## src/source/sys_ctl_pkg.sv

```systemverilog
package sys_ctl_pkg;

   // this block answers on CPU page 0x93XX
   localparam logic [7:0] SYS_PAGE = 8'h93;

   // reload value width and timer addressing
   localparam int TICK_WIDTH_DEF = 20;
   localparam int MAX_TIMERS     = 8;
   localparam int INDEX_WIDTH    = $clog2(MAX_TIMERS);   // index register bits
   localparam int TICKS_HI_BITS  = TICK_WIDTH_DEF - 16;  // bits behind REG_TICKS_HI

   // register offsets, low address byte
   typedef enum logic [7:0] {
      REG_SPEED     = 8'h00,
      REG_INDEX     = 8'h01,
      REG_TICKS_LO  = 8'h02,  // write stages ticks, read gives current value
      REG_TICKS_MID = 8'h03,
      REG_TICKS_HI  = 8'h04,  // low nibble only
      REG_LOAD      = 8'h05,  // write-only command
      REG_ENABLE    = 8'h06,  // bit 0
      REG_IRQ       = 8'h07   // write acks, read gives status
   } sys_reg_e;

   // CPU speed codes, divisor is 2**code
   // codes 5 to 7 all fall back to a divisor of 32
   typedef enum logic [2:0] {
      SPEED_FULL      = 3'd0,
      SPEED_HALF      = 3'd1,
      SPEED_QUARTER   = 3'd2,
      SPEED_EIGHTH    = 3'd3,
      SPEED_SIXTEENTH = 3'd4
   } cpu_speed_e;

endpackage
```

## src/source/timer_ctl_if.sv

```systemverilog
interface timer_ctl_if #(
   parameter int NUM_TIMERS = sys_ctl_pkg::MAX_TIMERS,
   parameter int TICK_WIDTH = sys_ctl_pkg::TICK_WIDTH_DEF
);

   logic [NUM_TIMERS-1:0]                 enable;  // level per timer
   logic [NUM_TIMERS-1:0]                 load;    // one-cycle strobe
   logic [NUM_TIMERS-1:0]                 ack;     // one-cycle strobe
   logic [NUM_TIMERS-1:0][TICK_WIDTH-1:0] ticks;   // staged reload values
   logic [NUM_TIMERS-1:0][TICK_WIDTH-1:0] value;   // live counts
   logic [NUM_TIMERS-1:0]                 irq;     // sticky flags

   modport regs (
      output enable,
      output load,
      output ack,
      output ticks,
      input  value,
      input  irq
   );

   modport bank (
      input  enable,
      input  load,
      input  ack,
      input  ticks,
      output value,
      output irq
   );

endinterface

```

## src/source/sys_ctl.sv

```systemverilog
module sys_ctl #(
   parameter int NUM_TIMERS = 8,
   parameter int TICK_WIDTH = sys_ctl_pkg::TICK_WIDTH_DEF
) (
   input  logic        sys_clk,
   input  logic        reset_n,
   input  logic [15:0] addr,
   input  logic [7:0]  wr_data,
   input  logic        wr_en,
   input  logic        rd_req,
   output logic [7:0]  rd_data,
   output logic        rd_valid,
   output logic        irq_n,
   output logic        cpu_clk_en
);

   import sys_ctl_pkg::*;

   cpu_speed_e speed;  // register block to throttle

   timer_ctl_if #(
      .NUM_TIMERS(NUM_TIMERS),
      .TICK_WIDTH(TICK_WIDTH)
   ) tctl ();

   sys_regs #(
      .NUM_TIMERS(NUM_TIMERS),
      .TICK_WIDTH(TICK_WIDTH)
   ) u_regs (
      .sys_clk  (sys_clk),
      .reset_n  (reset_n),
      .addr     (addr),
      .wr_data  (wr_data),
      .wr_en    (wr_en),
      .rd_req   (rd_req),
      .rd_data  (rd_data),
      .rd_valid (rd_valid),
      .irq_n    (irq_n),
      .speed    (speed),
      .tctl     (tctl.regs)
   );

   timer_bank #(
      .NUM_TIMERS(NUM_TIMERS),
      .TICK_WIDTH(TICK_WIDTH)
   ) u_timers (
      .sys_clk (sys_clk),
      .reset_n (reset_n),
      .tctl    (tctl.bank)
   );

   cpu_throttle u_throttle (
      .sys_clk    (sys_clk),
      .reset_n    (reset_n),
      .speed      (speed),
      .cpu_clk_en (cpu_clk_en)
   );

endmodule

```

## src/source/cpu_throttle.sv

```systemverilog
module cpu_throttle (
   input  logic                    sys_clk,
   input  logic                    reset_n,
   input  sys_ctl_pkg::cpu_speed_e speed,
   output logic                    cpu_clk_en
);

   import sys_ctl_pkg::*;

   logic [4:0] count;  // free running
   logic [4:0] mask;
   logic       hit;

   // low count bits that must be zero for a pulse
   always_comb begin
      case (speed)
         SPEED_FULL:      mask = 5'b00000;
         SPEED_HALF:      mask = 5'b00001;
         SPEED_QUARTER:   mask = 5'b00011;
         SPEED_EIGHTH:    mask = 5'b00111;
         SPEED_SIXTEENTH: mask = 5'b01111;
         default:         mask = 5'b11111;  // slowest, divide by 32
      endcase
   end

   assign hit = (count & mask) == '0;

   always_ff @(posedge sys_clk) begin
      if (!reset_n) begin
         count <= '0;
      end else begin
         count <= count + 1'b1;
      end
   end

   // registered so every speed pulses on the same counter phase
   always_ff @(posedge sys_clk) begin
      if (!reset_n) begin
         cpu_clk_en <= 1'b1;
      end else begin
         cpu_clk_en <= hit;
      end
   end

   a_full_speed_high: assert property (
      @(posedge sys_clk) disable iff (!reset_n)
      speed == SPEED_FULL |=> cpu_clk_en
   ) else $error("cpu_clk_en dropped at full speed");

endmodule

```

## src/source/sys_regs.sv

```systemverilog
module sys_regs #(
   parameter int NUM_TIMERS = sys_ctl_pkg::MAX_TIMERS,
   parameter int TICK_WIDTH = sys_ctl_pkg::TICK_WIDTH_DEF
) (
   input  logic                    sys_clk,
   input  logic                    reset_n,
   input  logic [15:0]             addr,
   input  logic [7:0]              wr_data,
   input  logic                    wr_en,
   input  logic                    rd_req,
   output logic [7:0]              rd_data,
   output logic                    rd_valid,
   output logic                    irq_n,
   output sys_ctl_pkg::cpu_speed_e speed,
   timer_ctl_if.regs               tctl
);

   import sys_ctl_pkg::*;

   logic                                  page_hit;
   sys_reg_e                              offset;
   logic                                  wr_hit;
   logic                                  rd_hit;
   logic                                  index_ok;
   logic [INDEX_WIDTH-1:0]                index;
   logic [NUM_TIMERS-1:0][TICK_WIDTH-1:0] ticks;
   logic [NUM_TIMERS-1:0]                 enable;
   logic [NUM_TIMERS-1:0]                 load;
   logic [NUM_TIMERS-1:0]                 ack;
   logic [TICK_WIDTH_DEF-1:0]             ticks_wide;
   logic [TICK_WIDTH_DEF-1:0]             value_wide;
   logic [7:0]                            irq_status;
   logic [7:0]                            rd_mux;

   assign page_hit = addr[15:8] == SYS_PAGE;
   assign offset   = sys_reg_e'(addr[7:0]);
   assign wr_hit   = wr_en && page_hit;
   assign rd_hit   = rd_req && page_hit;
   assign index_ok = int'(index) < NUM_TIMERS;  // upper indices are dead

   // staged ticks of the current index with one byte swapped in
   always_comb begin
      ticks_wide = TICK_WIDTH_DEF'(ticks[index]);
      case (offset)
         REG_TICKS_LO:  ticks_wide[7:0]  = wr_data;
         REG_TICKS_MID: ticks_wide[15:8] = wr_data;
         REG_TICKS_HI:  ticks_wide[TICK_WIDTH_DEF-1:16] = wr_data[TICKS_HI_BITS-1:0];
         default: ;
      endcase
   end

   // timer 0 lands in bit 7 for the CPU bit instruction
   always_comb begin
      irq_status = '0;
      for (int t = 0; t < NUM_TIMERS; t++) begin
         irq_status[7 - t] = tctl.irq[t];
      end
   end

   always_comb begin
      value_wide = TICK_WIDTH_DEF'(tctl.value[index]);
      rd_mux     = '0;
      case (offset)
         REG_SPEED:     rd_mux = {5'b0, speed};
         REG_INDEX:     rd_mux = {{(8 - INDEX_WIDTH){1'b0}}, index};
         REG_TICKS_LO:  if (index_ok) rd_mux = value_wide[7:0];
         REG_TICKS_MID: if (index_ok) rd_mux = value_wide[15:8];
         REG_TICKS_HI: begin
            if (index_ok) begin
               rd_mux = {{(8 - TICKS_HI_BITS){1'b0}}, value_wide[TICK_WIDTH_DEF-1:16]};
            end
         end
         REG_ENABLE:    if (index_ok) rd_mux = {7'b0, enable[index]};
         REG_IRQ:       rd_mux = irq_status;
         default: ;  // load and unused offsets read zero
      endcase
   end

   always_ff @(posedge sys_clk) begin
      if (!reset_n) begin
         speed  <= SPEED_FULL;
         index  <= '0;
         ticks  <= '0;
         enable <= '0;
         load   <= '0;
         ack    <= '0;
      end else begin
         load <= '0;  // strobes last one cycle
         ack  <= '0;
         if (wr_hit) begin
            case (offset)
               REG_SPEED: speed <= cpu_speed_e'(wr_data[2:0]);
               REG_INDEX: index <= wr_data[INDEX_WIDTH-1:0];
               REG_TICKS_LO, REG_TICKS_MID, REG_TICKS_HI: begin
                  if (index_ok) ticks[index] <= TICK_WIDTH'(ticks_wide);
               end
               REG_LOAD:   if (index_ok) load[index] <= 1'b1;
               REG_ENABLE: if (index_ok) enable[index] <= wr_data[0];
               REG_IRQ:    if (index_ok) ack[index] <= 1'b1;
               default: ;
            endcase
         end
      end
   end

   always_ff @(posedge sys_clk) begin
      if (!reset_n) begin
         rd_valid <= 1'b0;
         irq_n    <= 1'b1;
      end else begin
         rd_valid <= rd_hit;
         irq_n    <= ~|tctl.irq;
      end
   end

   always_ff @(posedge sys_clk) begin
      if (rd_hit) rd_data <= rd_mux;
   end

   assign tctl.enable = enable;
   assign tctl.load   = load;
   assign tctl.ack    = ack;
   assign tctl.ticks  = ticks;

   a_no_rd_wr_overlap: assert property (
      @(posedge sys_clk) disable iff (!reset_n)
      !(wr_en && rd_req)
   ) else $error("write and read strobes overlap at addr %h", addr);

endmodule

```

## src/source/timer_bank.sv

```systemverilog
module timer_bank #(
   parameter int NUM_TIMERS = sys_ctl_pkg::MAX_TIMERS,
   parameter int TICK_WIDTH = sys_ctl_pkg::TICK_WIDTH_DEF
) (
   input  logic      sys_clk,
   input  logic      reset_n,
   timer_ctl_if.bank tctl
);

   // one down-counter per timer
   // an enabled counter at zero reloads and flags, so the period is ticks+1
   for (genvar t = 0; t < NUM_TIMERS; t++) begin : g_timer

      logic [TICK_WIDTH-1:0] count;
      logic [TICK_WIDTH-1:0] loaded;  // what went into count last
      logic                  irq_flag;
      logic                  expire;

      assign expire = tctl.enable[t] && (count == '0);

      always_ff @(posedge sys_clk) begin
         if (!reset_n) begin
            count  <= '0;
            loaded <= '0;
         end else if (tctl.load[t] || expire) begin
            count  <= tctl.ticks[t];
            loaded <= tctl.ticks[t];
         end else if (tctl.enable[t]) begin
            count <= count - 1'b1;
         end
      end

      always_ff @(posedge sys_clk) begin
         if (!reset_n) begin
            irq_flag <= 1'b0;
         end else if (expire) begin
            irq_flag <= 1'b1;  // set beats a same-cycle ack
         end else if (tctl.ack[t]) begin
            irq_flag <= 1'b0;
         end
      end

      assign tctl.value[t] = count;
      assign tctl.irq[t]   = irq_flag;

      // counting never climbs above the last reload, whatever ticks does meanwhile
      a_value_bounded: assert property (
         @(posedge sys_clk) disable iff (!reset_n)
         count <= loaded
      ) else $error("timer %0d count %0h above reload %0h", t, count, loaded);

   end

endmodule

```

## config.mk

```make
export PLATFORM = sky130hd
export DESIGN_NAME = sys_ctl
export DESIGN_NICKNAME = d
export VERILOG_FILES = /design/src/source/sys_ctl_pkg.sv /design/src/source/timer_ctl_if.sv /design/src/source/sys_ctl.sv /design/src/source/cpu_throttle.sv /design/src/source/sys_regs.sv /design/src/source/timer_bank.sv
export SDC_FILE = /design/constraint.sdc
export NUM_CORES = 1
export LEC_CHECK = 0
export BUFFER_PORTS_ARGS = -buffer_cell sky130_fd_sc_hd__buf_4
export CORE_MARGIN = 10
export CORE_UTILIZATION = 40
export DETAILED_ROUTE_END_ITERATION = 10
export HOLD_SLACK_MARGIN = 0.15
export PLACE_DENSITY = 0.64
export SYNTH_ARGS = -nofsm -noshare
export SYNTH_HDL_FRONTEND = slang
export SYNTH_SLANG_ARGS = --single-unit
export TNS_END_PERCENT = 20
```

## constraint.sdc

```tcl
create_clock -name sys_clk -period 2.2 [get_ports sys_clk]
set_input_delay 0.11 -clock sys_clk [delete_from_list [all_inputs] [get_ports sys_clk]]
set_output_delay 0.11 -clock sys_clk [all_outputs]
set_load 0.02 [all_outputs]
```

# [Word level (Yosys, flattened, before mapping)]
# Cells that the tools add are included.
[totals] wordCells=162 reg_bits=374 out_inout_bits=11 input_bits=28
[classes] bitwise=1 n_addsub=9 reduce_logical=55 order_cmp=2 muxes=49 eq_ne=12
[op_table] cell="$mux W20" n=19
[op_table] cell="$bwmux W160" n=1
[op_table] cell="$logic_not A20 Y1" n=8
[op_table] cell="$sub A20 B1 Y20 const B" n=8
[op_table] cell="$bmux W20 S3" n=2
[op_table] cell="$demux W20 S3" n=1
[op_table] cell="$pmux W8 S7" n=1
[op_table] cell="$eq A8 B3 Y1 const B" n=4
[op_table] cell="$reduce_bool A2 Y1" n=16
[op_table] cell="$pmux W5 S5" n=1
[op_table] cell="$mux W1" n=18
[op_table] cell="$eq A8 B2 Y1 const B" n=2
[op_table] cell="$mux W8" n=2
[op_table] cell="$logic_and A1 B1 Y1" n=11
[op_table] cell="$bwmux W8" n=1
[op_table] cell="$eq A8 B1 Y1 const B" n=1
[op_table] cell="$eq A8 B8 Y1 const B" n=1
[op_table] cell="$logic_not A8 Y1" n=1
[op_table] cell="$logic_or A1 B1 Y1" n=8
[op_table] cell="$reduce_and A2 Y1" n=4
[op_table] cell="$reduce_or A8 Y1" n=1
[op_table] cell="$eq A3 B2 Y1 const B" n=2
[op_table] cell="$reduce_and A3 Y1" n=2
[op_table] cell="$add A5 B1 Y5 const B" n=1
[op_table] cell="12 further kinds" n=12

# [Logic depth before layout (Yosys ltp)]
[logic_depth] depth_word=5 depth_mapped=9 ltp_nobuf=7

# [Cells and area by module]
# A second synthesis with hierarchy kept.
[unflattened] hier_cells=2113 hier_area_um2=18695.4
[by_module_without_submodules] module="sys_regs" area_each_um2=9465.3 cells_each=1015 seq_area_each_um2=4083.9 n_inst=1
[by_module_without_submodules] module="timer_bank" area_each_um2=8979.9 cells_each=1074 seq_area_each_um2=3363.2 n_inst=1
[by_module_without_submodules] module="cpu_throttle" area_each_um2=250.2 cells_each=24 seq_area_each_um2=120.1 n_inst=1

# [Worst setup path before layout]
# No wires, ideal clock.
[synth_timing] path_kind="flip-flop to flip-flop" startpoint="register u_regs.index[0]" endpoint="register u_regs.rd_data[0] (data pin)" arrival_ps=2005 path_stages_with_launch=8 required_time_ps=1928 setup_time_ps=272 path_buffers=3 slack_ps=-77 period_less_slack_ps=2277 cell_sequence="dfxtp_1 -> buf_2 -> buf_2 -> buf_2 -> mux2_2 -> a211oi_1 -> a21oi_1 -> or4_1"
[synth_between] elab_chain_len=3 word_cells_on_any_way=5 cone_classes="5 x mux"
[synth_lines] item="start: declaration" line_no="sys_regs.sv:25" text="logic [INDEX_WIDTH-1:0] index;"
[synth_lines] item="start signal: assignment" line_no="sys_regs.sv:93" text="REG_INDEX: index <= wr_data[INDEX_WIDTH-1:0];"
[synth_lines] item="$bmux W1 S3 or $bmux W20 S3 (tied branches)" line_no="sys_regs.sv:73, sys_regs.sv:61"
[synth_lines] item="$mux W1 (implied by the code) or $mux W20 (tied branches)" line_no="sys_regs.sv:73, sys_regs.sv:61"
[synth_lines] item="$pmux W8 S7 *" line_no="sys_regs.sv:63" text="case (offset)"
[synth_lines] item="end signal: assignment" line_no="sys_regs.sv:117" text="if (rd_hit) rd_data <= rd_mux;"
[synth_lines] item="end: declaration" line_no="sys_regs.sv:11" text="output logic [7:0] rd_data,"
# Mark *: on every way between the ends. The rest lies on a longest branch, timed or not. The select of a mux whose other input is x is not followed.
# A chain may end at the register's enable or synchronous reset.

# [Worst setup path in the final report]
[layout_timing] startpoint="register u_regs.index[1]" endpoint="register u_regs.rd_data[5] (data pin)"
[layout_between] elab_chain_len=3
[layout_lines] item="$bmux W20 S3" line_no="sys_regs.sv:61" text="value_wide = TICK_WIDTH_DEF'(tctl.value[index]);"
[layout_lines] item="$mux W20 (implied by the code)" line_no="sys_regs.sv:61"
[layout_lines] item="$pmux W8 S7" line_no="sys_regs.sv:63"
# Every way passes these cells. The select of a mux whose other input is x is not followed.

==> run_results.csv <==
group,metric,value,unit
status,status,"finished, violations left",
status,violations,"setup timing",
critical_path,path_class,"register to register",
synth,yosys.area.top_type_share,0.3941,
synth,synth_nets,2191,
timing,hold_slack,0.1664,ns
global_routing,gr-total-overflow,0,
job,drv_cap,0,
synth,syn_area,18590,um^2
worst_hold_path,hold_path_class,"primary input to register",
critical_path,path_depth,8,
power,intPower,11350,uW
power,combPwrFrac,0.025,
power,power.density,622.1,nW/um^2
layout,diodes,0,
critical_path,critPathMaxStageDelay,0.42,ns
floorplanning,die_w,235.6,um
synth,ys_seq_area_frac,0.4070,
worst_hold_path,min_to,"u_regs.rd_data[4]",
power,p_sw,3334,uW
layout,finalNetCount,2439,
clock_network,insertion_delay,0.59,ns
timing,finalSetupViolCount,2,
critical_path,critPathCaptureType,"register",
clock_network,cts_max_path_buffers,3,
timing,finalCritPeriodShare,1.000,
critical_path,crit_top_cell,"buf_4",
layout,final_util,0.5167,
synth,ys.flop_type,"dfxtp_1",
timing,slew_headroom,0.5569,
worst_hold_path,hold_depth,2,
timing,worstMarginPinSlew,0.6647,ns
critical_path,crit_path_start_kind,"register",
synth,yosysMostFrequentCell,"dfxtp_1",
critical_path,path_buf_inv,3,
routing,met1_length,34.71,mm
routing,wl_per_cell,27.79,um
power,ir_drop,0.5591,mV
timing,skew,0.02290,ns
synth,yosysUniqueCellTypes,81,
clock_network,cts-root-buf,"clkbuf_16",
synth,synth_area_leaders,"dfxtp_1 (39%), o31ai_1 (4.6%), nor2_1 (4.5%)",
timing,fin_crit,2.201,ns
clock_network,cts_made_buffers,43,
timing,max_clock_freq,454.3,MHz
power,p_leak,0.008832,uW
clock_network,path_clk_slew,0.06,ns
clock_network,cts_max_level,2,
routing,route.met3.wl,8.856,mm
global_routing,grt_pass1_vias,17600,
floorplanning,die_height,235.6,um
synth,synth.largest_area_cell,"dfxtp_1",
routing,dr.pass1.iters,6,
global_routing,track_usage,0.2858,
routing,met2WireLength,35.55,mm
global_routing,antenna_found_initial,0,
floorplanning,ioPinCount,39,
power,swShare,0.2271,
critical_path,r2r_slack,-0.001,ns
place,pre_cts_slack,-0.03258,ns
floorplanning,start_util,0.4071,
routing,via_per_inst,6.307,
critical_path,r2r-start,"u_regs.index[1]",
floorplanning,die_area,55510,um^2
floorplanning,design.core.area,45670,um^2
timing,hold_viol_final,0,
clock_network,numClockSinks,374,
routing,drtIter0Drc,2446,
place,gp_congestion,1.039,
timing,rsz0062_at_grt,"true",
global_routing,grt_pass1_wl,120.5,mm
routing,top_layer_used,"met4",
synth,synth_common_cells,"dfxtp_1 (366), nor2_1 (222), nand2_1 (214)",
power,clkPwrFrac,0.512,
timing,postLayoutSetupSlackWorst,-0.001033,ns
power,pwr-share-seq,0.463,
synth,synth-edff-count,8,
critical_path,required,2.52,ns
timing,slew_viol_final,0,
routing,ant_nets,0,
critical_path,cp.arrival,2.52,ns
layout,final_layout_size_suffix_gt1_frac,0.2232,
routing,via_count,19100,
global_routing,grt_max_degree,62,
critical_path,reg2regPathDepth,8,
place,post-dp-hpwl,64.77,mm
critical_path,cp_max_fo,10,
synth,netlist_instances,2146,
layout,areaGrowthSynthToFinish,26.94,%
synth,async_reset_ff_frac,0,
synth,ys_ff_latch,374,
worst_hold_path,min-delay-start,"rd_req",
routing,drc,0,
routing,drt-total-wl,84.14,mm
critical_path,critPathSlowestCell,"dfxtp_4",
critical_path,cp_top_family,"compound AO/OA/AOI/OAI gates",
power,power,14680,uW
critical_path,r2r_end,"u_regs.rd_data[5]",
synth,avgSynthCellArea,8.664,um^2
critical_path,path_cells,"buf_12 > buf_4 > mux2_2 > a22oi_1 > o22ai_1 > a31oi_2 > buf_4 > o21ai_0",
synth,synth_warnings,0,
place,port_buffers,38,
clock_network,cts_tree,"built",
floorplanning,rows,78,
-- sequential cells by signal, summed over array words and instances, names as in the netlist --
name	flops
u_throttle.count	5
u_throttle.cpu_clk_en	1
u_timers.g_timer.irq_flag	8
u_regs.tctl.enable	8
u_regs.rd_data	8
u_regs.tctl.ticks	160
u_regs.irq_n	1
u_timers.g_timer.count	160
u_regs.index	3
u_regs.tctl.ack	8
u_regs.speed	3
u_regs.tctl.load	8
u_regs.rd_valid	1
-- power groups by stage --
| stage | clock [uW] | combinational [uW] | sequential (uW) |
|---|---|---|---|
| final | 7510 | 372 | 6800 |
| after global routing | 7830 | 384 | 6800 |
| after CTS | 7530 | 355 | 6800 |
| after detailed placement | 0 | 331 | 6950 |
| after global placement | 0 | 328 | 6950 |
| after floorplan | 0 | 143 | 6950 |
-- worst max-delay path by stage --
stage | from | endpoint
CTS | u_regs.index[1] | u_regs.rd_data[0]
floorplan | u_regs.index[0] | u_regs.rd_data[3]
global placement | u_regs.tctl.enable[0] | u_timers.g_timer[0].count[12]
detailed placement | u_regs.index[1] | u_regs.rd_data[5]
global route | u_timers.g_timer[1].count[5] | u_timers.g_timer[1].count[16]
finish | u_regs.index[1] | u_regs.rd_data[5]
-- cells in the final DEF (no fill, tap or decap), types with 19 or more instances in the layout --
master,instances
a211oi_1,80
a21oi_1,80
a221oi_1,33
a22o_1,20
a22oi_1,39
buf_12,26
buf_4,308
clkbuf_16,45
dfxtp_1,359
dlygate4sd3_1,19
inv_1,23
mux2_2,22
mux2i_1,38
nand2_1,214
nand3_1,55
nor2_1,217
nor3_1,54
nor4_1,32
o21ai_0,110
o31ai_1,112
or3_1,20
xnor2_1,86
xor2_1,49
-- repair_timing --
action	in CTS	in global routing
setup endpoints to repair	23	172
gates cloned	0	1
pin swaps	0	11
gates resized for setup	13	73
hold buffers	19	0
endpoints found under the hold margin	146	0
setup buffers	0	14
-- metrics by stage --
stage / std cells / setup TNS [ns] / area, um^2
3_3_place_gp: 2915 / -0.2153 / 21550
4_1_cts: 3013 / -0.01354 / 23250
5_1_grt: 3028 / -0.4473 / 23600
6_report: 3028 / -0.001677 / 23600
3_5_place_dp: 2915 / -0.1391 / 21550
2_1_floorplan: 2146 / 0 / 18600
-- cell type report --
cell class	instances	area [um^2]
clock buffer	62	1289
clock inverter	17	176.4
fill	4286	22070
inverter	24	92.59
multi-input combinational	1589	10570
sequential	374	7586
tap	600	750.7
timing repair buffer	362	3138
-- per-layer routing --
layer / GRT usage / vias to the layer above
li1: - / 8455
met1: 0.3808 / 9198
met2: 0.4252 / 1192
met3: 0.06318 / 252
met4: 0.1460 / 0
met5: 0 / -
-- cells by family after synthesis --
logic type,Yosys count,synth area share
DFF,374,0.4070
and+or+nand+nor,774,0.2102
buffers and inverters,183,0.04166
xor gates and xnor gates,136,0.06406
AOI/OAI and AO/OA,589,0.2159
adders and majority gates,17,0.01144
muxes,73,0.04973
(Power assumes the default switching activity.)
